## src/hw/mac_config.svh

```systemverilog
// ##########################################################
// frame and register constants shared by the MAC blocks
// residue is the non-reflected lfsr value after a good FCS
// ##########################################################
`ifndef MAC_CONFIG_SVH
`define MAC_CONFIG_SVH

`define MAC_PREAMBLE_LEN 7
`define MAC_MIN_PAYLOAD  60
`define MAC_MIN_FRAME    64
`define MAC_IPG_DEFAULT  12
`define MAC_CRC_RESIDUE  32'hC704DD7B
`define MAC_WB_AW        5

`endif

```

## src/hw/mac_frame_pkg.sv

```systemverilog
// ##########################################################
// framer and checker state encodings and framing bytes
// state names carry a TX_/RX_ prefix to keep them apart
// ##########################################################
package mac_frame_pkg;

    typedef enum logic [2:0] {
        TX_IDLE,
        TX_PREAMBLE,
        TX_SFD,
        TX_DATA,
        TX_PAD,
        TX_FCS,
        TX_GAP
    } tx_state_t;

    typedef enum logic [1:0] {
        RX_IDLE,
        RX_PREAMBLE,
        RX_DATA,
        RX_DONE
    } rx_state_t;

    localparam logic [7:0] MAC_SFD_BYTE = 8'hD5;
    localparam logic [7:0] MAC_PRE_BYTE = 8'h55;

endpackage

```

## src/hw/mac_reg_pkg.sv

```systemverilog
// ##########################################################
// register map and Wishbone-side types, 32-bit data bus
// ##########################################################
`include "mac_config.svh"

package mac_reg_pkg;

    typedef logic [31:0] wb_data_t;

    typedef enum logic [`MAC_WB_AW-1:0] {
        REG_CTRL      = 'h00,
        REG_IPG       = 'h04,
        REG_TX_FRAMES = 'h08,
        REG_RX_GOOD   = 'h0C,
        REG_RX_BAD    = 'h10
    } reg_addr_t;

    // first member lands in the msb
    typedef struct packed {
        logic pad_enable;
        logic rx_enable;
        logic tx_enable;
    } ctrl_reg_t;

endpackage

```

## src/hw/mac_ctrl_if.sv

```systemverilog
// ##########################################################
// control and event signals between registers and datapath
// event lines are single-cycle pulses
// ##########################################################
`timescale 1ns/1ps

interface mac_ctrl_if;
    import mac_reg_pkg::*;

    ctrl_reg_t  ctrl;
    logic [7:0] ipg;
    logic       tx_done;
    logic       rx_good;
    logic       rx_bad;

    modport regs (
        output ctrl, ipg,
        input  tx_done, rx_good, rx_bad
    );

    modport tx (input ctrl, ipg, output tx_done);

    modport rx (input ctrl, output rx_good, rx_bad);

endinterface

```

## src/hw/mac_crc.sv

```systemverilog
// ##########################################################
// byte-wise CRC-32 (0x04C11DB7), non-reflected register
// data_in is taken lsb first, as it goes on the wire
// init reloads all ones and wins over crc_en
// ##########################################################
`timescale 1ns/1ps

module mac_crc (
    input  logic        clk,
    input  logic        rst,
    input  logic        init,
    input  logic [7:0]  data_in,
    input  logic        crc_en,
    output logic [31:0] crc_out
);

    localparam logic [31:0] POLY = 32'h04C1_1DB7;

    logic [31:0] lfsr_q;
    logic [31:0] lfsr_c;

    assign crc_out = lfsr_q;

    // eight serial steps unrolled, bit 0 first
    always_comb begin
        lfsr_c = lfsr_q;
        for (int i = 0; i < 8; i++) begin
            if (lfsr_c[31] ^ data_in[i]) begin
                lfsr_c = {lfsr_c[30:0], 1'b0} ^ POLY;
            end else begin
                lfsr_c = {lfsr_c[30:0], 1'b0};
            end
        end
    end

    always_ff @(posedge clk) begin
        if (rst || init) begin
            lfsr_q <= '1;
        end else if (crc_en) begin
            lfsr_q <= lfsr_c;
        end
    end

endmodule

```

## src/hw/mac_tx_framer.sv

```systemverilog
// ##########################################################
// transmit framer: preamble, SFD, payload, pad, FCS, gap
// source must not drop tx_valid inside a frame
// gap is ipg cycles plus one idle cycle, at least one
// ##########################################################
`timescale 1ns/1ps
`include "mac_config.svh"

module mac_tx_framer (
    input  logic       clk,
    input  logic       rst,
    input  logic [7:0] tx_data,
    input  logic       tx_valid,
    input  logic       tx_last,
    output logic       tx_ready,
    output logic [7:0] gmii_txd,
    output logic       gmii_tx_en,
    mac_ctrl_if.tx     ctrl
);
    import mac_frame_pkg::*;

    tx_state_t   state;
    logic [7:0]  cnt;
    logic        take;
    logic        pad_short;
    logic [7:0]  crc_data;
    logic        crc_en;
    logic [31:0] crc_out;
    logic [31:0] fcs_word;
    logic [7:0]  fcs_sel;
    logic [7:0]  fcs_byte;

    assign tx_ready  = (state == TX_DATA);
    assign take      = tx_valid && tx_ready;
    // cnt holds bytes sent before the one with tx_last
    assign pad_short = ctrl.ctrl.pad_enable && (cnt < 8'(`MAC_MIN_PAYLOAD - 1));

    assign crc_data = (state == TX_DATA) ? tx_data : 8'h00;
    assign crc_en   = take || (state == TX_PAD);

    // fcs goes out from bit 31 down, each byte lsb first
    assign fcs_word = ~crc_out;
    assign fcs_sel  = fcs_word[5'd31 - {cnt[1:0], 3'b000} -: 8];
    assign fcs_byte = {<<{fcs_sel}};

    mac_crc u_crc (
        .clk     (clk),
        .rst     (rst),
        .init    (state == TX_IDLE),
        .data_in (crc_data),
        .crc_en  (crc_en),
        .crc_out (crc_out)
    );

    always_comb begin
        gmii_tx_en = (state != TX_IDLE) && (state != TX_GAP);
        case (state)
            TX_PREAMBLE: gmii_txd = MAC_PRE_BYTE;
            TX_SFD:      gmii_txd = MAC_SFD_BYTE;
            TX_DATA:     gmii_txd = tx_data;
            TX_FCS:      gmii_txd = fcs_byte;
            default:     gmii_txd = 8'h00;
        endcase
    end

    always_ff @(posedge clk) begin
        if (rst) begin
            state        <= TX_IDLE;
            cnt          <= '0;
            ctrl.tx_done <= 1'b0;
        end else begin
            ctrl.tx_done <= 1'b0;
            case (state)
                TX_IDLE: begin
                    cnt <= '0;
                    if (ctrl.ctrl.tx_enable && tx_valid) begin
                        state <= TX_PREAMBLE;
                    end
                end
                TX_PREAMBLE: begin
                    cnt <= cnt + 8'd1;
                    if (cnt == 8'(`MAC_PREAMBLE_LEN - 1)) begin
                        state <= TX_SFD;
                    end
                end
                TX_SFD: begin
                    cnt   <= '0;
                    state <= TX_DATA;
                end
                TX_DATA: begin
                    if (take) begin
                        cnt <= (cnt == 8'hFF) ? cnt : cnt + 8'd1;
                        if (tx_last && pad_short) begin
                            state <= TX_PAD;
                        end else if (tx_last) begin
                            cnt   <= '0;
                            state <= TX_FCS;
                        end
                    end
                end
                TX_PAD: begin
                    cnt <= cnt + 8'd1;
                    if (cnt == 8'(`MAC_MIN_PAYLOAD - 1)) begin
                        cnt   <= '0;
                        state <= TX_FCS;
                    end
                end
                TX_FCS: begin
                    cnt <= cnt + 8'd1;
                    if (cnt == 8'd3) begin
                        cnt          <= '0;
                        ctrl.tx_done <= 1'b1;
                        state        <= TX_GAP;
                    end
                end
                default: begin
                    cnt <= cnt + 8'd1;
                    if (cnt + 8'd1 >= ctrl.ipg) begin
                        state <= TX_IDLE;
                    end
                end
            endcase
        end
    end

    a_valid_held: assert property (@(posedge clk) disable iff (rst)
        (take && !tx_last) |=> tx_valid);

    // no new frame right after the one that raised tx_done
    a_gap_quiet: assert property (@(posedge clk) disable iff (rst)
        ctrl.tx_done |=> !gmii_tx_en);

endmodule

```

## src/hw/mac_rx_checker.sv

```systemverilog
// ##########################################################
// receive checker: strips preamble, checks FCS and length
// no back-pressure, payload leaves 5 bytes behind the bus
// frames shorter than 5 bytes after SFD give no stream output
// ##########################################################
`timescale 1ns/1ps
`include "mac_config.svh"

module mac_rx_checker (
    input  logic       clk,
    input  logic       rst,
    input  logic [7:0] gmii_rxd,
    input  logic       gmii_rx_dv,
    output logic [7:0] rx_data,
    output logic       rx_valid,
    output logic       rx_last,
    output logic       rx_error,
    mac_ctrl_if.rx     ctrl
);
    import mac_frame_pkg::*;

    // four FCS bytes plus one to see the end of frame
    localparam int DLY_LEN = 5;

    rx_state_t   state;
    logic [7:0]  dly [DLY_LEN];
    logic [11:0] cnt;
    logic        crc_en;
    logic [31:0] crc_out;
    logic        held;
    logic        frame_ok;

    assign crc_en   = (state == RX_DATA) && gmii_rx_dv;
    assign held     = (cnt >= 12'(DLY_LEN));
    assign frame_ok = (crc_out == `MAC_CRC_RESIDUE) && (cnt >= 12'(`MAC_MIN_FRAME));

    mac_crc u_crc (
        .clk     (clk),
        .rst     (rst),
        .init    (state != RX_DATA),
        .data_in (gmii_rxd),
        .crc_en  (crc_en),
        .crc_out (crc_out)
    );

    always_ff @(posedge clk) begin
        if (crc_en) begin
            dly[0] <= gmii_rxd;
            for (int i = 1; i < DLY_LEN; i++) begin
                dly[i] <= dly[i-1];
            end
        end
        rx_data <= dly[DLY_LEN-1];
    end

    always_ff @(posedge clk) begin
        if (rst) begin
            state        <= RX_IDLE;
            cnt          <= '0;
            rx_valid     <= 1'b0;
            rx_last      <= 1'b0;
            rx_error     <= 1'b0;
            ctrl.rx_good <= 1'b0;
            ctrl.rx_bad  <= 1'b0;
        end else begin
            rx_valid     <= 1'b0;
            rx_last      <= 1'b0;
            rx_error     <= 1'b0;
            ctrl.rx_good <= 1'b0;
            ctrl.rx_bad  <= 1'b0;
            case (state)
                RX_IDLE, RX_PREAMBLE: begin
                    cnt <= '0;
                    if (!gmii_rx_dv) begin
                        state <= RX_IDLE;
                    end else if (state == RX_IDLE && !ctrl.ctrl.rx_enable) begin
                        state <= RX_IDLE;
                    end else if (gmii_rxd == MAC_SFD_BYTE) begin
                        state <= RX_DATA;
                    end else if (gmii_rxd == MAC_PRE_BYTE) begin
                        state <= RX_PREAMBLE;
                    end else begin
                        state <= RX_DONE;
                    end
                end
                RX_DATA: begin
                    if (gmii_rx_dv) begin
                        cnt      <= (cnt == '1) ? cnt : cnt + 12'd1;
                        rx_valid <= held;
                    end else begin
                        state        <= RX_IDLE;
                        rx_valid     <= held;
                        rx_last      <= held;
                        rx_error     <= held && !frame_ok;
                        ctrl.rx_good <= frame_ok;
                        ctrl.rx_bad  <= !frame_ok;
                    end
                end
                default: begin
                    // broken preamble, drop the rest
                    if (!gmii_rx_dv) begin
                        state <= RX_IDLE;
                    end
                end
            endcase
        end
    end

    // a started stream runs without gaps up to its rx_last
    a_stream_contiguous: assert property (@(posedge clk) disable iff (rst)
        (rx_valid && !rx_last) |=> rx_valid);

endmodule

```

## src/hw/mac_regs.sv

```systemverilog
// ##########################################################
// Wishbone classic slave, single-cycle ack, no bursts
// unmapped reads return zero; any write clears a counter
// frame counters saturate at all ones
// ##########################################################
`timescale 1ns/1ps
`include "mac_config.svh"

module mac_regs (
    input  logic                  clk,
    input  logic                  rst,
    input  logic                  wb_cyc,
    input  logic                  wb_stb,
    input  logic                  wb_we,
    input  logic [`MAC_WB_AW-1:0] wb_adr,
    input  mac_reg_pkg::wb_data_t wb_dat_w,
    output mac_reg_pkg::wb_data_t wb_dat_r,
    output logic                  wb_ack,
    mac_ctrl_if.regs              ctrl
);
    import mac_reg_pkg::*;

    localparam int NUM_CNT = 3;

    reg_addr_t          addr;
    logic               access;
    logic               wr;
    logic [NUM_CNT-1:0] evt;
    logic [NUM_CNT-1:0] clr;
    wb_data_t           frame_cnt [NUM_CNT];

    assign addr   = reg_addr_t'(wb_adr);
    assign access = wb_cyc && wb_stb && !wb_ack;
    assign wr     = access && wb_we;

    // counter order: tx frames, rx good, rx bad
    assign evt = {ctrl.rx_bad, ctrl.rx_good, ctrl.tx_done};
    assign clr = {wr && (addr == REG_RX_BAD),
                  wr && (addr == REG_RX_GOOD),
                  wr && (addr == REG_TX_FRAMES)};

    always_ff @(posedge clk) begin
        if (rst) begin
            wb_ack    <= 1'b0;
            ctrl.ctrl <= '0;
            ctrl.ipg  <= 8'(`MAC_IPG_DEFAULT);
        end else begin
            wb_ack <= access;
            if (wr && addr == REG_CTRL) begin
                ctrl.ctrl <= ctrl_reg_t'(wb_dat_w[$bits(ctrl_reg_t)-1:0]);
            end
            if (wr && addr == REG_IPG) begin
                ctrl.ipg <= wb_dat_w[7:0];
            end
        end
    end

    always_ff @(posedge clk) begin
        for (int i = 0; i < NUM_CNT; i++) begin
            if (rst || clr[i]) begin
                frame_cnt[i] <= '0;
            end else if (evt[i] && frame_cnt[i] != '1) begin
                frame_cnt[i] <= frame_cnt[i] + 32'd1;
            end
        end
    end

    always_ff @(posedge clk) begin
        if (access) begin
            case (addr)
                REG_CTRL:      wb_dat_r <= {29'd0, ctrl.ctrl};
                REG_IPG:       wb_dat_r <= {24'd0, ctrl.ipg};
                REG_TX_FRAMES: wb_dat_r <= frame_cnt[0];
                REG_RX_GOOD:   wb_dat_r <= frame_cnt[1];
                REG_RX_BAD:    wb_dat_r <= frame_cnt[2];
                default:       wb_dat_r <= '0;
            endcase
        end
    end

    a_ack_single: assert property (@(posedge clk) disable iff (rst)
        wb_ack |=> !wb_ack);

endmodule

```

## src/hw/mac_top.sv

```systemverilog
// ##########################################################
// MAC datapath top: Wishbone registers, framer and checker
// single clock domain, no buffering on either path
// ##########################################################
`timescale 1ns/1ps
`include "mac_config.svh"

module mac_top (
    input  logic                  clk,
    input  logic                  rst,
    // register bus
    input  logic                  wb_cyc,
    input  logic                  wb_stb,
    input  logic                  wb_we,
    input  logic [`MAC_WB_AW-1:0] wb_adr,
    input  mac_reg_pkg::wb_data_t wb_dat_w,
    output mac_reg_pkg::wb_data_t wb_dat_r,
    output logic                  wb_ack,
    // transmit stream
    input  logic [7:0]            tx_data,
    input  logic                  tx_valid,
    input  logic                  tx_last,
    output logic                  tx_ready,
    // GMII
    output logic [7:0]            gmii_txd,
    output logic                  gmii_tx_en,
    input  logic [7:0]            gmii_rxd,
    input  logic                  gmii_rx_dv,
    // receive stream
    output logic [7:0]            rx_data,
    output logic                  rx_valid,
    output logic                  rx_last,
    output logic                  rx_error
);

    mac_ctrl_if ctrl_bus ();

    mac_regs u_regs (
        .clk      (clk),
        .rst      (rst),
        .wb_cyc   (wb_cyc),
        .wb_stb   (wb_stb),
        .wb_we    (wb_we),
        .wb_adr   (wb_adr),
        .wb_dat_w (wb_dat_w),
        .wb_dat_r (wb_dat_r),
        .wb_ack   (wb_ack),
        .ctrl     (ctrl_bus.regs)
    );

    mac_tx_framer u_tx (
        .clk        (clk),
        .rst        (rst),
        .tx_data    (tx_data),
        .tx_valid   (tx_valid),
        .tx_last    (tx_last),
        .tx_ready   (tx_ready),
        .gmii_txd   (gmii_txd),
        .gmii_tx_en (gmii_tx_en),
        .ctrl       (ctrl_bus.tx)
    );

    mac_rx_checker u_rx (
        .clk        (clk),
        .rst        (rst),
        .gmii_rxd   (gmii_rxd),
        .gmii_rx_dv (gmii_rx_dv),
        .rx_data    (rx_data),
        .rx_valid   (rx_valid),
        .rx_last    (rx_last),
        .rx_error   (rx_error),
        .ctrl       (ctrl_bus.rx)
    );

endmodule

```

## config.mk

```make
export PLATFORM = sky130hd
export DESIGN_NAME = mac_top
export DESIGN_NICKNAME = d
export VERILOG_FILES = /design/src/hw/mac_frame_pkg.sv /design/src/hw/mac_reg_pkg.sv /design/src/hw/mac_ctrl_if.sv /design/src/hw/mac_crc.sv /design/src/hw/mac_tx_framer.sv /design/src/hw/mac_rx_checker.sv /design/src/hw/mac_regs.sv /design/src/hw/mac_top.sv
export VERILOG_INCLUDE_DIRS = /design/src /design/src/hw
export SDC_FILE = /design/constraint.sdc
export NUM_CORES = 1
export LEC_CHECK = 0
export BUFFER_PORTS_ARGS = -buffer_cell sky130_fd_sc_hd__buf_2
export CELL_PAD_IN_SITES_DETAIL_PLACEMENT = 0
export CELL_PAD_IN_SITES_GLOBAL_PLACEMENT = 1
export CORE_MARGIN = 4
export CORE_UTILIZATION = 45
export CTS_CLUSTER_SIZE = 20
export DETAILED_ROUTE_END_ITERATION = 8
export GPL_ROUTABILITY_DRIVEN = 0
export HOLD_SLACK_MARGIN = 0.12
export PLACE_DENSITY = 0.82
export SLEW_MARGIN = 20
export SYNTH_ARGS = -nofsm -noshare
export SYNTH_HDL_FRONTEND = slang
export SYNTH_HIERARCHICAL = 1
export SYNTH_SLANG_ARGS = --single-unit
```

## constraint.sdc

```tcl
create_clock -name clk -period 4.3 [get_ports clk]
set_input_delay 0 -clock clk [delete_from_list [all_inputs] [get_ports clk]]
set_output_delay 0 -clock clk [all_outputs]
set_load 0.02 [all_outputs]
```

==> qor.csv <==
metric;value;unit
path_clk_slew;60;ps
synth_top_family_by_area;simple AND/OR/NAND/NOR gates;
multi_input_area;7050;um^2
worst_pin_slew;1020;ps
rows;66;
grt_pass1_wl;56400;um
status;complete, no violations;
path_class;register to register;
syn-num-nets;1476;
die_h;190;um
initial_core_util;45.7;%
placed_cells;1885;
final_hold_viol_count;0;
fin_crit;3070;ps
async_flop_share;0;%
synth_warnings;6;
hold_buffers;29;
power.leakage;6.48;nW
min_period_over_period;71.5;%
fmax;0.325;GHz
cp.arrival;3560;ps
instances_no_fill;1973;
drv_cap;0;
max_slew_margin;31.6;%
drt_iter0_markers;923;
root_buffer;clkbuf_16;
cts_buffers;31;
grt_max_degree;68;
synth_top_flop_cell;edfxtp_1;
setup-tns-final;0;ps
yosysSeqAreaShare;49.3;%
htreeDepth;1;
power_density;365;nW/um^2
grt-ovfl-total;0;
cts_buffer_depth;3;
holdWs;157;ps
synth_compound_gate_area_share;9.25;%
synth_xor_area_share;15.9;%
final_nets;1583;
min_path_type;input port to register;
setup_viol;0;
vias;10800;
dp_hpwl;23600;um
coreArea;32600;um^2
design_area;17100;um^2
utilization;52.3;%
clock_sinks;283;
fillers;2886;
cts_resized;0;
grt_use_total;19.1;%
drt-wirelength-per-cell;17.6;um
synthSimpleGateAreaFrac;19.0;%
synth_area_leaders;edfxtp_1 (34%), dfxtp_1 (15%), xor2_1 (6.2%), xnor2_1 (5.4%), nor2_1 (5.1%);
grt_pass1_vias;10600;
finalMaxSlewViolations;0;
yosys.area.top_type;edfxtp_1;
ant_nets;0;
drive_gt1_share;14.6;%
die-area;36100;um^2
netlist_area;14900;um^2
register_area;7350;um^2
synth-edff-count;168;
postSynthCellCount;1398;
firstDrtPassIters;6;
via_per_inst;5.48;
clock_skew;11.4;ps
synth_cell_type_count;85;
rsz0062_at_grt;no;
io-pin-count;115;
peakVddDrop;0.000307;V
syn2layout_area_growth;14.4;%
path_max_fanout;12;
synthDominantCellAreaShare;33.8;%
cts_tree;done;
post_cts_buffers;0;
drcViolationCount;0;
antenna_found_initial;1;
synth_mux_area_share;1.68;%
ys_ff_latch;283;
finalWirelength;34600;um
die_w;190;um
syn_area_per_cell;10.7;um^2
worstSetupStartpointType;register;
port_buffers;90;
insertion_delay;570;ps
synthAdderAreaFrac;1.43;%
worst_setup_path_end_kind;register;
postPlaceCellArea;15700;um^2
cp.required;4780;ps
==> worst max-delay path, cell delays in order (launching register included) <==
cell and delay, ps:
dfxtp_1 740, ha_1 350, nand3_1 110, and2_1 180, or2_2 310, ha_1 300, a41oi_1 170, o21ai_0 110
o21ai_0 290, nand4b_1 190, a41oi_1 220
==> flip-flops by register name (all words and copies together) (netlist names), 2 cells and up <==
name	count
u_rx/rx_data	8
u_rx/state	2
u_tx/cnt	8
u_regs/ctrl.ipg	8
u_regs/ctrl.ctrl	3
u_regs/frame_cnt	96
u_tx/state	3
u_rx/dly	40
u_rx/u_crc/crc_out	32
u_regs/wb_dat_r	32
u_rx/cnt	12
u_tx/u_crc/crc_out	32
==> synthesized netlist by cell type, types with 32 or more instances <==
library cell and count:
a21oi_1 32, clkbuf_1 36, dfxtp_1 115, edfxtp_1 168, inv_1 55, nand2_1 101, nand3_1 58, nand4_1 43
nor2_1 203, o21ai_0 57, xnor2_1 92, xor2_1 105
==> cells by family (layout without fill, tap and decap cells) <==
kind of cell	after synthesis	after routing
and+or+nand+nor	542	542
DFF	283	283
xor gates and xnor gates	227	227
AOI/OAI and AO/OA	198	198
buffers and inverters	116	248
adders and majority gates	17	17
muxes	15	15
other	0	1
==> through the flow <==
stage	setup WS (ps)	total power [mW]
4_1_cts	1200	6.29
3_3_place_gp	1270	3.54
3_5_place_dp	1230	3.54
2_1_floorplan	1030	3.39
6_report	1230	6.22
5_1_grt	847	6.49
==> path summary, 6_finish.rpt <==
check | start | end | slack (ps) | cells after the start
worst min-delay path | wb_adr[2] | u_regs/wb_dat_r[1] | 160 | 4
worst min register to register | u_rx/dly[4][1] | u_rx/rx_data[1] | 340 | 0
worst max register to register | u_tx/cnt[1] | u_tx/state[0] | 1230 | 10
worst max-delay path | u_tx/cnt[1] | u_tx/state[0] | 1230 | 10
==> routing by layer <==
metal / vias up / track usage [%] / wire, um
li1: 5238 / - / -
met1: 5254 / 25.5 / 15200
met2: 285 / 32.5 / 17000
met3: 42 / 3.01 / 1810
met4: 0 / 5.20 / 677
met5: - / 0 / 0
==> power by group <==
| group | switching, mW | leakage [nW] | internal, mW |
|---|---|---|---|
| Clock | 1.10 | 0.496 | 1.62 |
| Sequential | 0.0777 | 2.58 | 2.92 |
| Combinational | 0.291 | 3.41 | 0.212 |
==> cells in the final DEF (no fill, tap or decap), types with 6 or more instances in the layout <==
| master | synthesis | layout |
|---|---|---|
| a21oi_1 | 32 | 32 |
| a222oi_1 | 24 | 24 |
| a22oi_1 | 11 | 11 |
| and2_1 | 7 | 7 |
| and3_1 | 27 | 27 |
| and4_1 | 8 | 8 |
| buf_2 | 7 | 90 |
| buf_4 | 0 | 14 |
| clkbuf_16 | 0 | 31 |
| dfxtp_1 | 115 | 115 |
| dlygate4sd3_1 | 0 | 29 |
| edfxtp_1 | 168 | 168 |
| ha_1 | 17 | 17 |
| inv_1 | 55 | 55 |
| mux2i_1 | 7 | 7 |
| mux4_2 | 8 | 8 |
| nand2_1 | 101 | 101 |
| nand2b_1 | 7 | 7 |
| nand3_1 | 58 | 58 |
| nand4_1 | 43 | 43 |
| nor2_1 | 203 | 201 |
| nor3_1 | 16 | 16 |
| nor4_1 | 10 | 10 |
| nor4b_1 | 7 | 7 |
| o211ai_1 | 20 | 20 |
| o21ai_0 | 57 | 56 |
| o21ai_1 | 6 | 7 |
| or2_2 | 7 | 7 |
| xnor2_1 | 92 | 92 |
| xnor2_2 | 10 | 10 |
| xnor3_1 | 6 | 6 |
| xor2_1 | 105 | 105 |
==> cell type report <==
type                       instances  area share [%]
tap                              442            3.24
timing repair buffer             133            4.96
inverter                          57            1.25
antenna                            1          0.0147
clock buffer                      36            4.66
clock inverter                    22            1.46
multi-input combinational        999            41.3
sequential                       283            43.1
Power figures use the tool's default switching activity.
